$ cat src/verilog/accel_conv_pkg.sv
`default_nettype none

package accel_conv_pkg;

	// ----------------------------------------------------------
	// Data types
	// ----------------------------------------------------------
	typedef logic        [7:0]  pixel_t;
	typedef logic signed [7:0]  weight_t;
	typedef logic signed [15:0] bias_t;
	typedef logic signed [23:0] acc_t;

	localparam int N_TAPS = 9;
	typedef logic [3:0] tap_idx_t;

	localparam int DIM_W = 6;

	typedef struct packed {
		logic [DIM_W-1:0] width;
		logic [DIM_W-1:0] height;
		logic             act_linear;
		logic [3:0]       act_shift;
	} cfg_t;

	// Pixel is already zero for taps outside the image
	typedef struct packed {
		pixel_t   pixel;
		tap_idx_t idx;
		logic     last_of_frame;
	} tap_t;

	// ----------------------------------------------------------
	// Register map
	// ----------------------------------------------------------
	// Word index in haddr[5:2], element index from haddr[6] up
	typedef enum logic [3:0] {
		REG_DIM       = 4'd0,
		REG_LAYER_CFG = 4'd1,
		REG_START     = 4'd2,
		REG_DONE      = 4'd3,
		REG_PIXEL     = 4'd4,
		REG_WEIGHT    = 4'd5,
		REG_BIAS      = 4'd6
	} reg_idx_e;

	localparam int REG_IDX_LSB = 2;
	localparam int ELEM_LSB    = 6;

endpackage

`default_nettype wire

$ cat src/verilog/conv3x3_mac.sv
`timescale 1ns/1ps
`default_nettype none

module conv3x3_mac #(
	parameter int N_CH = 2
) (
	input  logic                                         clk,
	input  logic                                         rstn,
	input  accel_conv_pkg::cfg_t                         cfg_i,
	input  accel_conv_pkg::weight_t [N_CH*accel_conv_pkg::N_TAPS-1:0] weights_i,
	input  accel_conv_pkg::bias_t [N_CH-1:0]             biases_i,
	input  accel_conv_pkg::tap_t                         tap_i,
	input  logic                                         tap_valid_i,
	output logic                                         tap_ready_o,
	output logic [N_CH*$bits(accel_conv_pkg::pixel_t):0] res_o,
	output logic                                         res_valid_o,
	input  logic                                         res_ready_i
);
	import accel_conv_pkg::*;

	acc_t              acc_q [N_CH];
	acc_t              acc_next [N_CH];
	pixel_t [N_CH-1:0] pix_q;
	logic              last_q;
	logic              valid_q;
	logic              tap_fire;
	logic              tap_last;

	// Shift, then ReLU to 0..255 or linear to -128..127
	function automatic pixel_t activate(acc_t v, cfg_t cfg);
		acc_t s;
		s = v >>> cfg.act_shift;
		if (!cfg.act_linear) begin
			if (s < 0) begin
				return 8'd0;
			end else if (s > 255) begin
				return 8'd255;
			end
		end else begin
			if (s < -128) begin
				return 8'h80;
			end else if (s > 127) begin
				return 8'h7f;
			end
		end
		return s[7:0];
	endfunction

	// No new taps while an unaccepted result sits here
	assign tap_ready_o = !valid_q || res_ready_i;
	assign tap_fire    = tap_valid_i && tap_ready_o;
	assign tap_last    = (tap_i.idx == N_TAPS - 1);

	// Tap 0 seeds the sum with the bias
	always_comb begin
		for (int ch = 0; ch < N_CH; ch++) begin
			acc_next[ch] = ((tap_i.idx == '0) ? acc_t'(biases_i[ch]) : acc_q[ch]) +
				$signed({1'b0, tap_i.pixel}) * weights_i[ch * N_TAPS + tap_i.idx];
		end
	end

	always_ff @(posedge clk) begin
		if (tap_fire) begin
			for (int ch = 0; ch < N_CH; ch++) begin
				acc_q[ch] <= acc_next[ch];
				if (tap_last) begin
					pix_q[ch] <= activate(acc_next[ch], cfg_i);
				end
			end
			if (tap_last) begin
				last_q <= tap_i.last_of_frame;
			end
		end
	end

	always_ff @(posedge clk or negedge rstn) begin
		if (!rstn) begin
			valid_q <= 1'b0;
		end else if (tap_fire && tap_last) begin
			valid_q <= 1'b1;
		end else if (res_ready_i) begin
			valid_q <= 1'b0;
		end
	end

	// Pixels above, frame flag in bit 0
	assign res_o       = {pix_q, last_q};
	assign res_valid_o = valid_q;

endmodule

`default_nettype wire

$ cat config.mk
export PLATFORM = sky130hd
export DESIGN_NAME = conv3x3_mac
export DESIGN_NICKNAME = d
export VERILOG_FILES = /design/src/verilog/accel_conv_pkg.sv /design/src/verilog/conv3x3_mac.sv
export SDC_FILE = /design/constraint.sdc
export NUM_CORES = 1
export LEC_CHECK = 0
export ABC_AREA = 1
export BUFFER_PORTS_ARGS = -buffer_cell sky130_fd_sc_hd__buf_2
export CORE_MARGIN = 2
export CORE_UTILIZATION = 50
export DETAILED_ROUTE_END_ITERATION = 8
export PLACE_DENSITY = 0.83
export SYNTH_ARGS = -nofsm -noshare
export SYNTH_HDL_FRONTEND = slang
export SYNTH_SLANG_ARGS = --single-unit
$ cat constraint.sdc
create_clock -name clk -period 5.8 [get_ports clk]
set_input_delay 0.29 -clock clk [delete_from_list [all_inputs] [get_ports clk]]
set_output_delay 0.29 -clock clk [all_outputs]
set_load 0.03 [all_outputs]
==> results_dict.tcl <==
set metrics [dict create \
    status "finished, violations left" \
    failed_checks "setup timing" \
    dr_total_vias 17600 \
    startpoint_type "primary input" \
    antenna_found_initial 3 \
    setup_viol 18 \
    wl_met2_mm 25.6 \
    ys_ff_latch 66 \
    totalWireLength_mm 54.8 \
    netlist_area_mm2 0.0148 \
    clk_pin_slew_ns 0.06 \
    grt_max_degree 49 \
    dieArea_mm2 0.0310 \
    rows 62 \
    cts_tree "yes" \
    finalCritPeriodShare_pct 122 \
    netlist-cell-type-count 53 \
    whs_ns 0.111 \
    remaining_drc_errors 0 \
    dr_wl_met3_mm 4.93 \
    arrival_ns 7.21 \
    hold_path.class "primary input to flip-flop" \
    insertion_delay_ns 0.36 \
    cts_root_buffer "clkbuf_16" \
    place_area_mm2 0.0182 \
    core_area_mm2 0.0289 \
    syn_inst 2243 \
    grt_pass1_wl_mm 83.8 \
    first_pass_iters 6 \
    final_antenna_net_count 0 \
    place_inst 3010 \
    nFillCells 2217 \
    gr-total-overflow 0 \
    critPathKind "primary input to flip-flop" \
    place_hpwl_mm 42.5 \
    rsz0062_at_grt "yes" \
    synth-warning-count 0 \
    stdcell_count 3092 \
    cpMostUsedCell "buf_4" \
    grt_pass1_vias 16800 \
    start_util_pct 51.1 \
    clock.fmax_mhz 141 \
    maxSlewViolCount 0 \
    report.final.hold_viol_count 0 \
    fp.dieH_um 176 \
    vias_per_cell 5.69 \
    synthArstFlopShare_pct 1.52 \
    cp.required_ns 5.90 \
    worst_pin_slew_ns 1.42 \
    ios 229 \
    drt_iter0_markers 1913 \
    slew_headroom_pct 5.06 \
    cp_slowest_cell "fa_1" \
    cts_max_path_buffers 2 \
    slowest_delay_ns 0.55 \
    ys_seq_area_share_pct 13.4 \
    setup_slack_ns -1.30 \
    post-route-min-period_ns 7.10 \
    nets 3167 \
    place_congestion 1.01 \
    syn_nets 2711 \
    synth_ff_type "edfxtp_1" \
    m1WireLength_mm 21.1 \
    track_usage_pct 33.8 \
    cts_sinks 66 \
    drive_above_1_share_pct 32.5 \
    port_buffers 216 \
    areaGrowthSynthToFinish_pct 36.4 \
    maxCapViolCount 0 \
    h-tree-depth 3 \
    cts_buffers 9 \
    top_layer "met4" \
    synth_edf_count 65 \
    stdcell_area_mm2 0.0202 \
    die_width_um 176 \
    crit_fanout 8 \
    endpoint_kind "flip-flop" \
    wire_per_inst_um 17.7 \
    finalClockSkew_ns 0.0158 \
    synth.avg_cell_area_um2 6.60 \
]
-- layout by cell type (no fill, tap or decap), drive strengths merged, types with 25 or more instances in the layout --
cell	Yosys	routed
nand2	610	610
buf	39	541
inv	338	339
nand3	238	238
o21ai	167	167
a21oi	165	165
ha	154	154
nor2	138	138
fa	104	104
edfxtp	65	65
o211ai	35	35
mux2i	25	25
-- synth_stat cells (4+ instances only) --
master    instances  area (um^2)
buf_6             6         67.6
a21oi_1         163          816
or2_2            17          106
nor3_1            5         25.0
a31oi_1           7         43.8
o311ai_0          5         43.8
a211oi_1          5         37.5
xor2_1           17          149
buf_1            25         93.8
edfxtp_1         65         1950
inv_1           331         1240
clkbuf_1         59          221
o21ai_1          14         70.1
nand2_4           5         56.3
nand3b_1          4         30.0
nand4_1          10         62.6
o21bai_1          4         30.0
o21ai_0         152          761
xnor2_1           6         52.6
buf_2             7         35.0
inv_2             6         22.5
nand2_1         592         2220
ha_1            154         1930
nand3_2          10          100
o211ai_1         35          263
nand3_1         228         1140
fa_1            104         2080
mux2i_1          25          250
nand2_2          13         81.3
nor2_1          135          507
-- logic make-up after synthesis --
kind of cell	after synthesis	synth area share, %
AND/OR/NAND/NOR	1029	29.9
buffers and inverters	441	11.7
AO/OA/AOI/OAI	399	14.7
adder cells (fa/ha/maj)	258	27.1
flip-flops	66	13.4
XOR/XNOR	25	1.66
multiplexers	25	1.69
-- sequential cells by signal, indices dropped and copies added, names as in the netlist --
| register | count |
|---|---|
| acc_q | 48 |
| res_o | 16 |
| last_q | 1 |
| res_valid_o | 1 |
-- worst paths after layout --
check / from / end / slack, ns / cells past startpoint
max: tap_i[1] / acc_q[0][41] / -1.30 / 42
min: tap_i[0] / last_q / 0.11 / 1
max reg2reg: acc_q[0][7] / res_o[8] / -0.31 / 32
min reg2reg: res_valid_o / res_valid_o / 0.55 / 2
max in group asynchronous: rstn / res_valid_o / 5.46 / 2
min in group asynchronous: rstn / res_valid_o / 0.26 / 2
-- per-layer routing --
metal | vias to the layer above | track usage [%]
met5 | - | 0
met1 | 8034 | 42.0
met2 | 1055 | 57.8
li1 | 8236 | -
met3 | 255 | 4.78
met4 | 0 | 16.5
-- repair_timing --
action,CTS,global route
pin swaps,56,136
endpoints found under the setup margin,25,37
hold buffers,1,0
hold endpoints to repair,1,0
buffers inserted,38,18
resized for setup,83,228
cloned,3,2
-- critical path: cells and delay by family --
family	cells	cell delay, ns
and+or+nand+nor	11	1.09
adders and majority gates	7	2.96
AOI/OAI and AO/OA	2	0.37
buffers and inverters	22	2.50
-- stage by stage --
stage          util (%)  worst slack [ns]  setup TNS [ns]
2_1_floorplan         -             -1.25          -19.65
3_3_place_gp       62.9             -1.65          -30.50
3_5_place_dp       62.9             -1.77          -35.22
4_1_cts            66.1             -1.11          -18.62
5_1_grt            69.7             -1.51          -25.19
6_report           69.8             -1.30          -19.64
-- area by class of cell --
class                      count  area [um^2]  area share (%)
tap                          384          480            2.38
inverter                     341         1300            6.46
clock buffer                   9          225            1.12
sequential                    66         1980            9.79
clock inverter                 7          100           0.496
multi-input combinational   1736        12200            60.7
timing repair buffer         545         3840            19.0
antenna                        4         10.0          0.0496
Power is not shown: default switching activity piles up to over one toggle a cycle in this logic, so the estimate is an artifact.
