<file path="config.mk">
export PLATFORM = sky130hd
export DESIGN_NAME = ahb_reg_slave
export DESIGN_NICKNAME = d
export VERILOG_FILES = /design/src/verilog/accel_bus_pkg.sv /design/src/verilog/accel_conv_pkg.sv /design/src/verilog/ahb_reg_slave.sv
export SDC_FILE = /design/constraint.sdc
export NUM_CORES = 1
export LEC_CHECK = 0
export ABC_CLOCK_PERIOD_IN_PS = 4000
export BUFFER_PORTS_ARGS = -buffer_cell sky130_fd_sc_hd__buf_2
export CAP_MARGIN = 20
export CORE_MARGIN = 2
export CORE_UTILIZATION = 40
export CTS_BUF_LIST = sky130_fd_sc_hd__clkbuf_4
export DETAILED_ROUTE_END_ITERATION = 7
export PLACE_DENSITY = 0.64
export SYNTH_ARGS = -nofsm -noshare
export SYNTH_HDL_FRONTEND = slang
export SYNTH_SLANG_ARGS = --single-unit
</file>
<file path="constraint.sdc">
create_clock -name clk -period 4 [get_ports clk]
set_input_delay 1.2 -clock clk [delete_from_list [all_inputs] [get_ports clk]]
set_output_delay 1.2 -clock clk [all_outputs]
set_load 0.05 [all_outputs]
</file>
<file path="src/verilog/accel_bus_pkg.sv">
`default_nettype none

package accel_bus_pkg;

	// ----------------------------------------------------------
	// AHB-lite slave side
	// ----------------------------------------------------------
	localparam int HADDR_W = 32;
	localparam int HDATA_W = 32;

	typedef enum logic [1:0] {
		IDLE   = 2'b00,
		BUSY   = 2'b01,
		NONSEQ = 2'b10,
		SEQ    = 2'b11
	} htrans_e;

	// Master to slave signals of one bus cycle
	// hready is the bus ready seen by every slave
	typedef struct packed {
		logic               hsel;
		logic               hready;
		htrans_e            htrans;
		logic               hwrite;
		logic [HADDR_W-1:0] haddr;
		logic [HDATA_W-1:0] hwdata;
	} ahb_req_t;

endpackage

`default_nettype wire

</file>
<file path="src/verilog/accel_conv_pkg.sv">
`default_nettype none

package accel_conv_pkg;

	// ----------------------------------------------------------
	// Data types
	// ----------------------------------------------------------
	typedef logic        [7:0]  pixel_t;
	typedef logic signed [7:0]  weight_t;
	typedef logic signed [15:0] bias_t;
	typedef logic signed [23:0] acc_t;

	localparam int N_TAPS = 9;
	typedef logic [3:0] tap_idx_t;

	localparam int DIM_W = 6;

	typedef struct packed {
		logic [DIM_W-1:0] width;
		logic [DIM_W-1:0] height;
		logic             act_linear;
		logic [3:0]       act_shift;
	} cfg_t;

	// Pixel is already zero for taps outside the image
	typedef struct packed {
		pixel_t   pixel;
		tap_idx_t idx;
		logic     last_of_frame;
	} tap_t;

	// ----------------------------------------------------------
	// Register map
	// ----------------------------------------------------------
	// Word index in haddr[5:2], element index from haddr[6] up
	typedef enum logic [3:0] {
		REG_DIM       = 4'd0,
		REG_LAYER_CFG = 4'd1,
		REG_START     = 4'd2,
		REG_DONE      = 4'd3,
		REG_PIXEL     = 4'd4,
		REG_WEIGHT    = 4'd5,
		REG_BIAS      = 4'd6
	} reg_idx_e;

	localparam int REG_IDX_LSB = 2;
	localparam int ELEM_LSB    = 6;

endpackage

`default_nettype wire

</file>
<file path="src/verilog/ahb_reg_slave.sv">
`timescale 1ns/1ps
`default_nettype none

module ahb_reg_slave #(
	parameter int MAX_DIM = 32,
	parameter int N_CH    = 2
) (
	input  logic                                     clk,
	input  logic                                     rstn,
	input  accel_bus_pkg::ahb_req_t                  ahb_req_i,
	output logic [accel_bus_pkg::HDATA_W-1:0]        hrdata_o,
	output accel_conv_pkg::cfg_t                     cfg_o,
	output accel_conv_pkg::weight_t [N_CH*accel_conv_pkg::N_TAPS-1:0] weights_o,
	output accel_conv_pkg::bias_t [N_CH-1:0]         biases_o,
	output logic                                     start_o,
	output logic                                     pix_we_o,
	output logic [$clog2(MAX_DIM*MAX_DIM)-1:0]       pix_addr_o,
	output accel_conv_pkg::pixel_t                   pix_data_o,
	input  logic                                     frame_done_i
);
	import accel_bus_pkg::*;
	import accel_conv_pkg::*;

	localparam int PIX_AW = $clog2(MAX_DIM * MAX_DIM);
	localparam int ELEM_W = HADDR_W - ELEM_LSB;

	logic                                take;
	logic                                wr_q;
	reg_idx_e                            idx_q;
	logic [ELEM_W-1:0]                   elem_q;
	cfg_t                                cfg_q;
	logic                                done_q;
	weight_t [N_CH*N_TAPS-1:0]           weights_q;
	bias_t [N_CH-1:0]                    biases_q;

	// ----------------------------------------------------------
	// Address phase
	// ----------------------------------------------------------
	assign take = ahb_req_i.hsel && ahb_req_i.hready &&
		(ahb_req_i.htrans == NONSEQ || ahb_req_i.htrans == SEQ);

	always_ff @(posedge clk or negedge rstn) begin
		if (!rstn) begin
			wr_q   <= 1'b0;
			idx_q  <= REG_DIM;
			elem_q <= '0;
		end else begin
			wr_q <= take && ahb_req_i.hwrite;
			if (take) begin
				idx_q  <= reg_idx_e'(ahb_req_i.haddr[REG_IDX_LSB +: 4]);
				elem_q <= ahb_req_i.haddr[HADDR_W-1:ELEM_LSB];
			end
		end
	end

	// ----------------------------------------------------------
	// Data phase
	// ----------------------------------------------------------
	assign start_o    = wr_q && (idx_q == REG_START) && ahb_req_i.hwdata[0];
	assign pix_we_o   = wr_q && (idx_q == REG_PIXEL);
	assign pix_addr_o = elem_q[PIX_AW-1:0];
	assign pix_data_o = ahb_req_i.hwdata[7:0];

	always_ff @(posedge clk or negedge rstn) begin
		if (!rstn) begin
			cfg_q  <= '0;
			done_q <= 1'b0;
		end else begin
			if (wr_q && idx_q == REG_DIM) begin
				cfg_q.width  <= ahb_req_i.hwdata[DIM_W-1:0];
				cfg_q.height <= ahb_req_i.hwdata[8 +: DIM_W];
			end
			if (wr_q && idx_q == REG_LAYER_CFG) begin
				cfg_q.act_linear <= ahb_req_i.hwdata[0];
				cfg_q.act_shift  <= ahb_req_i.hwdata[4:1];
			end
			// START wins over a finishing frame
			if (start_o) begin
				done_q <= 1'b0;
			end else if (frame_done_i) begin
				done_q <= 1'b1;
			end
		end
	end

	// Weight index is channel*9 + tap
	always_ff @(posedge clk) begin
		if (wr_q && idx_q == REG_WEIGHT && elem_q < N_CH * N_TAPS) begin
			weights_q[elem_q] <= ahb_req_i.hwdata[7:0];
		end
		if (wr_q && idx_q == REG_BIAS && elem_q < N_CH) begin
			biases_q[elem_q] <= ahb_req_i.hwdata[15:0];
		end
	end

	assign cfg_o     = cfg_q;
	assign weights_o = weights_q;
	assign biases_o  = biases_q;

	// Readback in the same bit layout as the writes
	always_comb begin
		hrdata_o = '0;
		case (idx_q)
			REG_DIM: begin
				hrdata_o[DIM_W-1:0]  = cfg_q.width;
				hrdata_o[8 +: DIM_W] = cfg_q.height;
			end
			REG_LAYER_CFG: hrdata_o[4:0] = {cfg_q.act_shift, cfg_q.act_linear};
			REG_DONE:      hrdata_o[0] = done_q;
			REG_WEIGHT: begin
				if (elem_q < N_CH * N_TAPS) begin
					hrdata_o[7:0] = weights_q[elem_q];
				end
			end
			REG_BIAS: begin
				if (elem_q < N_CH) begin
					hrdata_o[15:0] = biases_q[elem_q];
				end
			end
			default: hrdata_o = '0;
		endcase
	end

	// Software must not address a channel beyond N_CH
	a_weight_ch: assert property (@(posedge clk) disable iff (!rstn)
		(wr_q && idx_q == REG_WEIGHT) |-> (elem_q < N_CH * N_TAPS));

endmodule

`default_nettype wire

</file>
==> impl_results.md, run 1 <==
- Critical Path Sink Type: primary output
- Worst VDD drop: 0.262 mV
- GR Util met2: 36.4%
- Clock Skew: 0.0512 ns
- Final slew viol count: 0
- Crit share post-route: 99.3%
- Final wirelength: 28.8 mm
- Post-synthesis sequential area ratio: 70.0%
- Ys async rst share: 21.8%
- Global routing usage on met1: 30.2%
- Outcome: complete, no violations
- CP Max Fanout: 5
- Drt wl/cell: 23.7 um
- Layout cell share with drive strength beyond 1: 58.2%
- Final worst setup slack: 0.0281 ns
- Syn. warnings: 0
- Remaining routing DRC violations: 0
- Leakage Power: 0.00492 uW
- Total number of vias: 6425
- Via density: 5.28
- Congestion Overflow GR: 0
- # nets final: 958
- Fin Hold WS: 0.505 ns
- Minimum clock period: 3.97 ns
- Hold buffer count at cts: 0
- Die area: 24500 um^2
- Synth unique cells: 47
- CTS Buffer Depth: 3
- Clock net sink count: 225
- Crit Path Category: reg -> out
- Vias in the first global route: 6292
- Crit path launch type: register
- Die height: 156 um
- Fmax: 0.252 GHz
- Chip width: 156 um
- CP max-delay cell: or4_4
- Starting Density: 40.9%
- PwrDens: 495 nW/um^2
- GR Util met3: 7.42%
- Rows: 55
- Core area: 22700 um^2
- CP cell instances: or4_4, or4_4, buf_4, o32ai_4, buf_12
- Crit path required time: 2.80 ns
- Initial antenna violation count: 2
- Io pins: 317
- GRT Max-Usage Layer: met2
- Skew-Pair Late Insertion Delay: 0.70 ns
- Fillers: 1934
- Seq cells post-synth: 225
- RSZ-0062 raised after global routing: yes
- Final hold violation count: 0
- Hold Path Class: reg -> reg
- Root Buffer: clkbuf_4
- Top_reg_cell synth: edfxtp_1
- CP peak stage delay: 0.63 ns
- Setup Viol. Count Final: 0
- Routability cong.: 0.860
- CP top delay family: simple AND/OR/NAND/NOR gates
- Port Buffers: 281
- DRT Pass-1 Iters: 5
- Num CTS Buffers: 57
- Synth Area per Inst: 17.1 um^2
- Largest net degree at the start of global routing: 37
- Number of max-cap violations: 0
- CTS tree: built
- Slew HR: 37.3%
- Initial DRC Count: 419
- Dpl hpwl: 19.6 mm
- Mapped Cells: 545
- Synth-to-Final Area Change: 31.7%
- Number of synthesized flops with an enable pin: 176
- CP arrival: 2.77 ns
- Clock-pin slew on the worst setup and hold paths: 0.06 ns
- H-tree Lvls: 2
- Post-Place Setup Slack: 0.309 ns
- Cell area after synthesis: 9300 um^2
- Critical path's most frequent cell: or4_4
- Antenna Nets Post-Route: 0
- First-pass GRT wire length: 40.5 mm
- Crit path buffers/inverters: 2
- Worst slew pin tran: 0.937 ns
- All-Layer GR Usage: 23.0%
cells by family after synthesis:
family                 share of synthesized area (%)
buffers and inverters                           4.23
AND/OR/NAND/NOR                                 5.38
AO/OA/AOI/OAI                                   3.42
multiplexers                                    16.9
flip-flops                                      70.0
other                                         0.0403
worst register-to-register path, stage by stage (launching register included):
cell and delay (ns):
dfrtp_1 0.40, nor3_2 0.24, nand4_1 0.17, buf_4 0.19, nor4_4 0.25, buf_4 0.18
buf_4 0.15, nand4_1 0.30, nor2_1 0.76
placed cells by master (no fill, tap or decap), types with 4 or more instances in the layout:
| cell type | instances |
|---|---|
| nor2_2 | 4 |
| conb_1 | 16 |
| o21ai_2 | 5 |
| o21ai_1 | 4 |
| o22ai_1 | 10 |
| nor3_1 | 9 |
| buf_2 | 265 |
| o21ai_0 | 4 |
| mux2i_1 | 31 |
| buf_6 | 13 |
| clkinv_1 | 7 |
| mux2_2 | 55 |
| nand2b_1 | 5 |
| dfrtp_1 | 47 |
| nor2_1 | 31 |
| mux4_2 | 28 |
| nand2_1 | 15 |
| buf_4 | 39 |
| clkbuf_4 | 91 |
| nand3_1 | 4 |
| edfxtp_1 | 176 |
| buf_12 | 6 |
sequential cells by signal, summed over array words and instances (netlist names):
register / flops
done_q: 1
idx_q: 4
wr_q: 1
elem_q: 26
cfg_o: 17
biases_o: 32
weights_o: 144
area by class of cell:
type                    instances  area, um^2  area share (%)
repair buffers                325        1930            15.7
well taps                     285         357            2.91
inverters                       3        11.3          0.0920
flip-flops and latches        225        6520            53.2
diodes                          1        2.50          0.0204
multi-input cells             274        2650            21.6
clock inverters                12         100           0.818
clock buffers                  91         683            5.58
Yosys cell counts, types with 2 or more instances:
master,instances,area (um^2)
nand2_1,15,56.3
o32ai_1,3,26.3
nand3b_1,2,15.0
o22a_1,4,35.0
inv_1,3,11.3
edfxtp_1,176,5290
nand2b_1,5,31.3
or2_2,2,12.5
or3_1,2,12.5
nor2_1,35,131
nand3_1,4,20.0
nor3_1,10,50.1
nor2b_1,3,18.8
o21ai_0,8,40.0
o22ai_1,11,68.8
o211ai_1,2,15.0
mux2_2,55,619
buf_1,4,15.0
o21ai_1,4,20.0
o21ai_2,4,35.0
nor4_1,3,18.8
buf_2,11,55.1
o31ai_1,3,22.5
buf_4,36,270
clkbuf_1,8,30.0
nor4b_1,3,26.3
mux2i_1,32,320
dfrtp_1,49,1230
mux4_2,28,631
nand4_1,3,18.8
final timing paths:
kind	start	end	slack [ns]	depth (start not counted)
setup / recovery	elem_q[22]	hrdata_o[6]	0.03	5
hold / removal	elem_q[16]	elem_q[16]	0.51	1
setup reg to reg	elem_q[8]	weights_o[123]	0.98	8
hold reg to reg	elem_q[16]	elem_q[16]	0.51	1
max in group asynchronous	rstn	elem_q[10]	2.50	3
min in group asynchronous	rstn	cfg_o[6]	0.60	1
through the flow:
step                      instances  utilization (%)  total power, uW  TNS [ns]  cell area (um^2)
final                          1216             53.9             6060         0             12200
after global routing           1216             53.9             6310    -0.587             12200
after CTS                      1212             53.4             6100    -0.226             12100
after detailed placement       1101             48.9             3940         0             11100
after global placement         1101             48.9             3930         0             11100
after floorplan                 560                -             3600         0              9360
metal layers:
metal / vias up / part of all wire (%)
met3: 53 / 9.1
li1: 2808 / -
met1: 3226 / 41
met4: 2 / 2.4
met5: - / 0.045
met2: 336 / 48
power breakdown:
group / internal, uW / leakage (uW) / switching (uW)
clock: 1150 / 0.000470 / 933
combinational: 450 / 0.00229 / 808
sequential: 2630 / 0.00216 / 90.4
total: 4230 / 0.00492 / 1830
timing repair:
| action | in CTS | in global routing |
|---|---|---|
| gates resized for setup | 39 | 22 |
| pin swaps | 5 | 13 |
| endpoints found under the setup margin | 16 | 16 |
| buffers inserted | 7 | 3 |
| cloned | 1 | 1 |
Power figures use the tool's default switching activity.
==> inputs of run 2 (changes only) <==
Settings changed: CORE_ASPECT_RATIO from default to 0.5.
==> run 2 against run 1 <==
Against the previous run: clock-buffer cell count down 18; critical path type unchanged; core utilization fell by 1.7 points; flip-flop and latch count did not move; largest power group unchanged; the flow now finishes with violations (setup timing); largest cell class unchanged.
==> impl_results.md, run 2 (synthesis gave the netlist of run 1 again) <==
- H-tree Lvls: 2
- GRT Max-Usage Layer: met2
- CP arrival: 2.82 ns
- Io pins: 317
- Die height: 112 um
- All-Layer GR Usage: 23.0%
- Critical Path Sink Type: primary output
- Crit path launch type: register
- RSZ-0062 raised after global routing: yes
- Largest net degree at the start of global routing: 35
- CP Max Fanout: 5
- Initial antenna violation count: 3
- Reg area: 6520 um^2
- Hold buffer count at cts: 0
- Die area: 24600 um^2
- Crit path required time: 2.80 ns
- Reg-to-reg endpoint: weights_o[47]
- Worst slew pin tran: 0.917 ns
- # nets final: 951
- Worst hold start: done_q
- PwrDens: 475 nW/um^2
- Skew-Pair Late Insertion Delay: 0.66 ns
- Starting Density: 40.7%
- Reg2Reg Launch Point: elem_q[11]
- Total number of vias: 6386
- Drt wl/cell: 23.7 um
- Routability cong.: 0.806
- CP Launch Point: elem_q[16]
- Fmax: 0.249 GHz
- Via density: 5.24
- Number of max-cap violations: 0
- Worst VDD drop: 0.229 mV
- Slew HR: 38.6%
- Clock net sink count: 225
- Synth-to-Final Area Change: 28.3%
- Hold Path Class: reg -> reg
- Congestion Overflow GR: 0
- Chip width: 220 um
- Clock-pin slew on the worst setup and hold paths: 0.07 ns
- Vias in the first global route: 6276
- CP max-delay cell: or4_4
- Most common library cell in the layout ignoring fill and taps: buf_2
- First-pass GRT wire length: 41.0 mm
- CP top delay family: simple AND/OR/NAND/NOR gates
- Multi-input gate area: 2560 um^2
- Remaining routing DRC violations: 0
- Rows: 39
- Final wirelength: 28.8 mm
- GR Util met3: 6.17%
- GR Util met2: 34.1%
- Crit share post-route: 101%
- Num CTS Buffers: 53
- Outcome: complete, but fails checks
- Global routing usage on met1: 33.3%
- Post-Place Setup Slack: 0.226 ns
- Crit path buffers/inverters: 2
- DRT Pass-1 Iters: 7
- Failing checks: setup timing
- Final slew viol count: 0
- Worst hold endpoint: done_q
- Antenna Nets Post-Route: 0
- CP cell instances: nor4_4, nand2_2, buf_6, or4_4, o22a_1, o31ai_1, buf_4
- Final worst setup slack: -0.0241 ns
- Root Buffer: clkbuf_4
- Crit Path Category: reg -> out
- Setup Viol. Count Final: 2
- Fillers: 1925
- CTS tree: built
- Most frequent cells in the layout: 265 x buf_2, 176 x edfxtp_1, 73 x clkbuf_4
- Register-to-Register Path Depth: 5
- Hold path depth: 2
- Max FFs per register: 144
- Core area: 22800 um^2
- Minimum clock period: 4.02 ns
- Initial DRC Count: 454
- Clock Skew: 0.0255 ns
- Leakage Power: 0.00478 uW
- Dpl hpwl: 20.3 mm
- CTS Buffer Depth: 3
- Final hold violation count: 0
- Layout cell share with drive strength beyond 1: 56.5%
- CP peak stage delay: 0.58 ns
- Fin Hold WS: 0.495 ns
- Port Buffers: 281
- R2r setup slk: 1.06 ns
[run 2: cell count changes in the layout (fill, tap and decap cells not counted), sizes merged]
cell / delta
bufinv: -2
buf: -1
nand2: -1
clkbuf: -19
clkinv: +3
[run 2: how the worst max path moves through the flow]
stage | end | slack (ns) | depth (start not counted)
floorplan | hrdata_o[6] | 0.05 | 4
global placement | hrdata_o[3] | 0.28 | 6
detailed placement | hrdata_o[3] | 0.23 | 6
CTS | hrdata_o[3] | -0.08 | 7
global route | hrdata_o[2] | -0.12 | 7
finish | hrdata_o[2] | -0.02 | 7
[run 2: cell type report]
class	instances	share of cell area, %
flip-flops and latches	225	54.6
multi-input cells	273	21.4
repair buffers	323	15.6
clock buffers	73	4.59
well taps	307	3.22
clock inverters	13	0.430
inverters	3	0.0944
diodes	1	0.0210
[run 2: per-stage QoR]
step / instances / power (uW) / cell area [um^2] / util (%) / setup TNS [ns]
6_report: 1218 / 5670 / 11900 / 52.2 / -0.0437
5_1_grt: 1218 / 5900 / 11900 / 52.2 / -0.983
4_1_cts: 1213 / 5700 / 11800 / 51.7 / -0.613
3_5_place_dp: 1115 / 3910 / 11000 / 48.2 / 0
3_3_place_gp: 1115 / 3900 / 11000 / 48.2 / 0
2_1_floorplan: 560 / 3600 / 9360 / - / 0
[run 2: timing repair]
action,4_1_cts,5_1_grt
endpoints found under the setup margin,16,16
setup buffers,11,4
pin swaps,5,5
cloned,1,0
gates resized for setup,32,18
hold endpoints to repair,0,0
[run 2: tightest hold or removal path, stage by stage, from the launching register on]
cell     delay, ns
dfrtp_1       0.34
nor2_1        0.05
nor2_1        0.07
[run 2: per-layer routing]
metal | part of all wire (%) | routed length (um) | vias to the layer above
met5 | 0 | 0 | -
met4 | 2.2 | 621 | 0
met3 | 7.4 | 2140 | 47
met2 | 46 | 13300 | 303
met1 | 44 | 12800 | 3271
li1 | - | - | 2765
[run 2: where the power goes]
part           total (uW)  switching, uW  internal (uW)
Combinational        1220            782            435
Clock                1730            898            834
Sequential           2720           92.2           2630
Total                5670           1770           3900
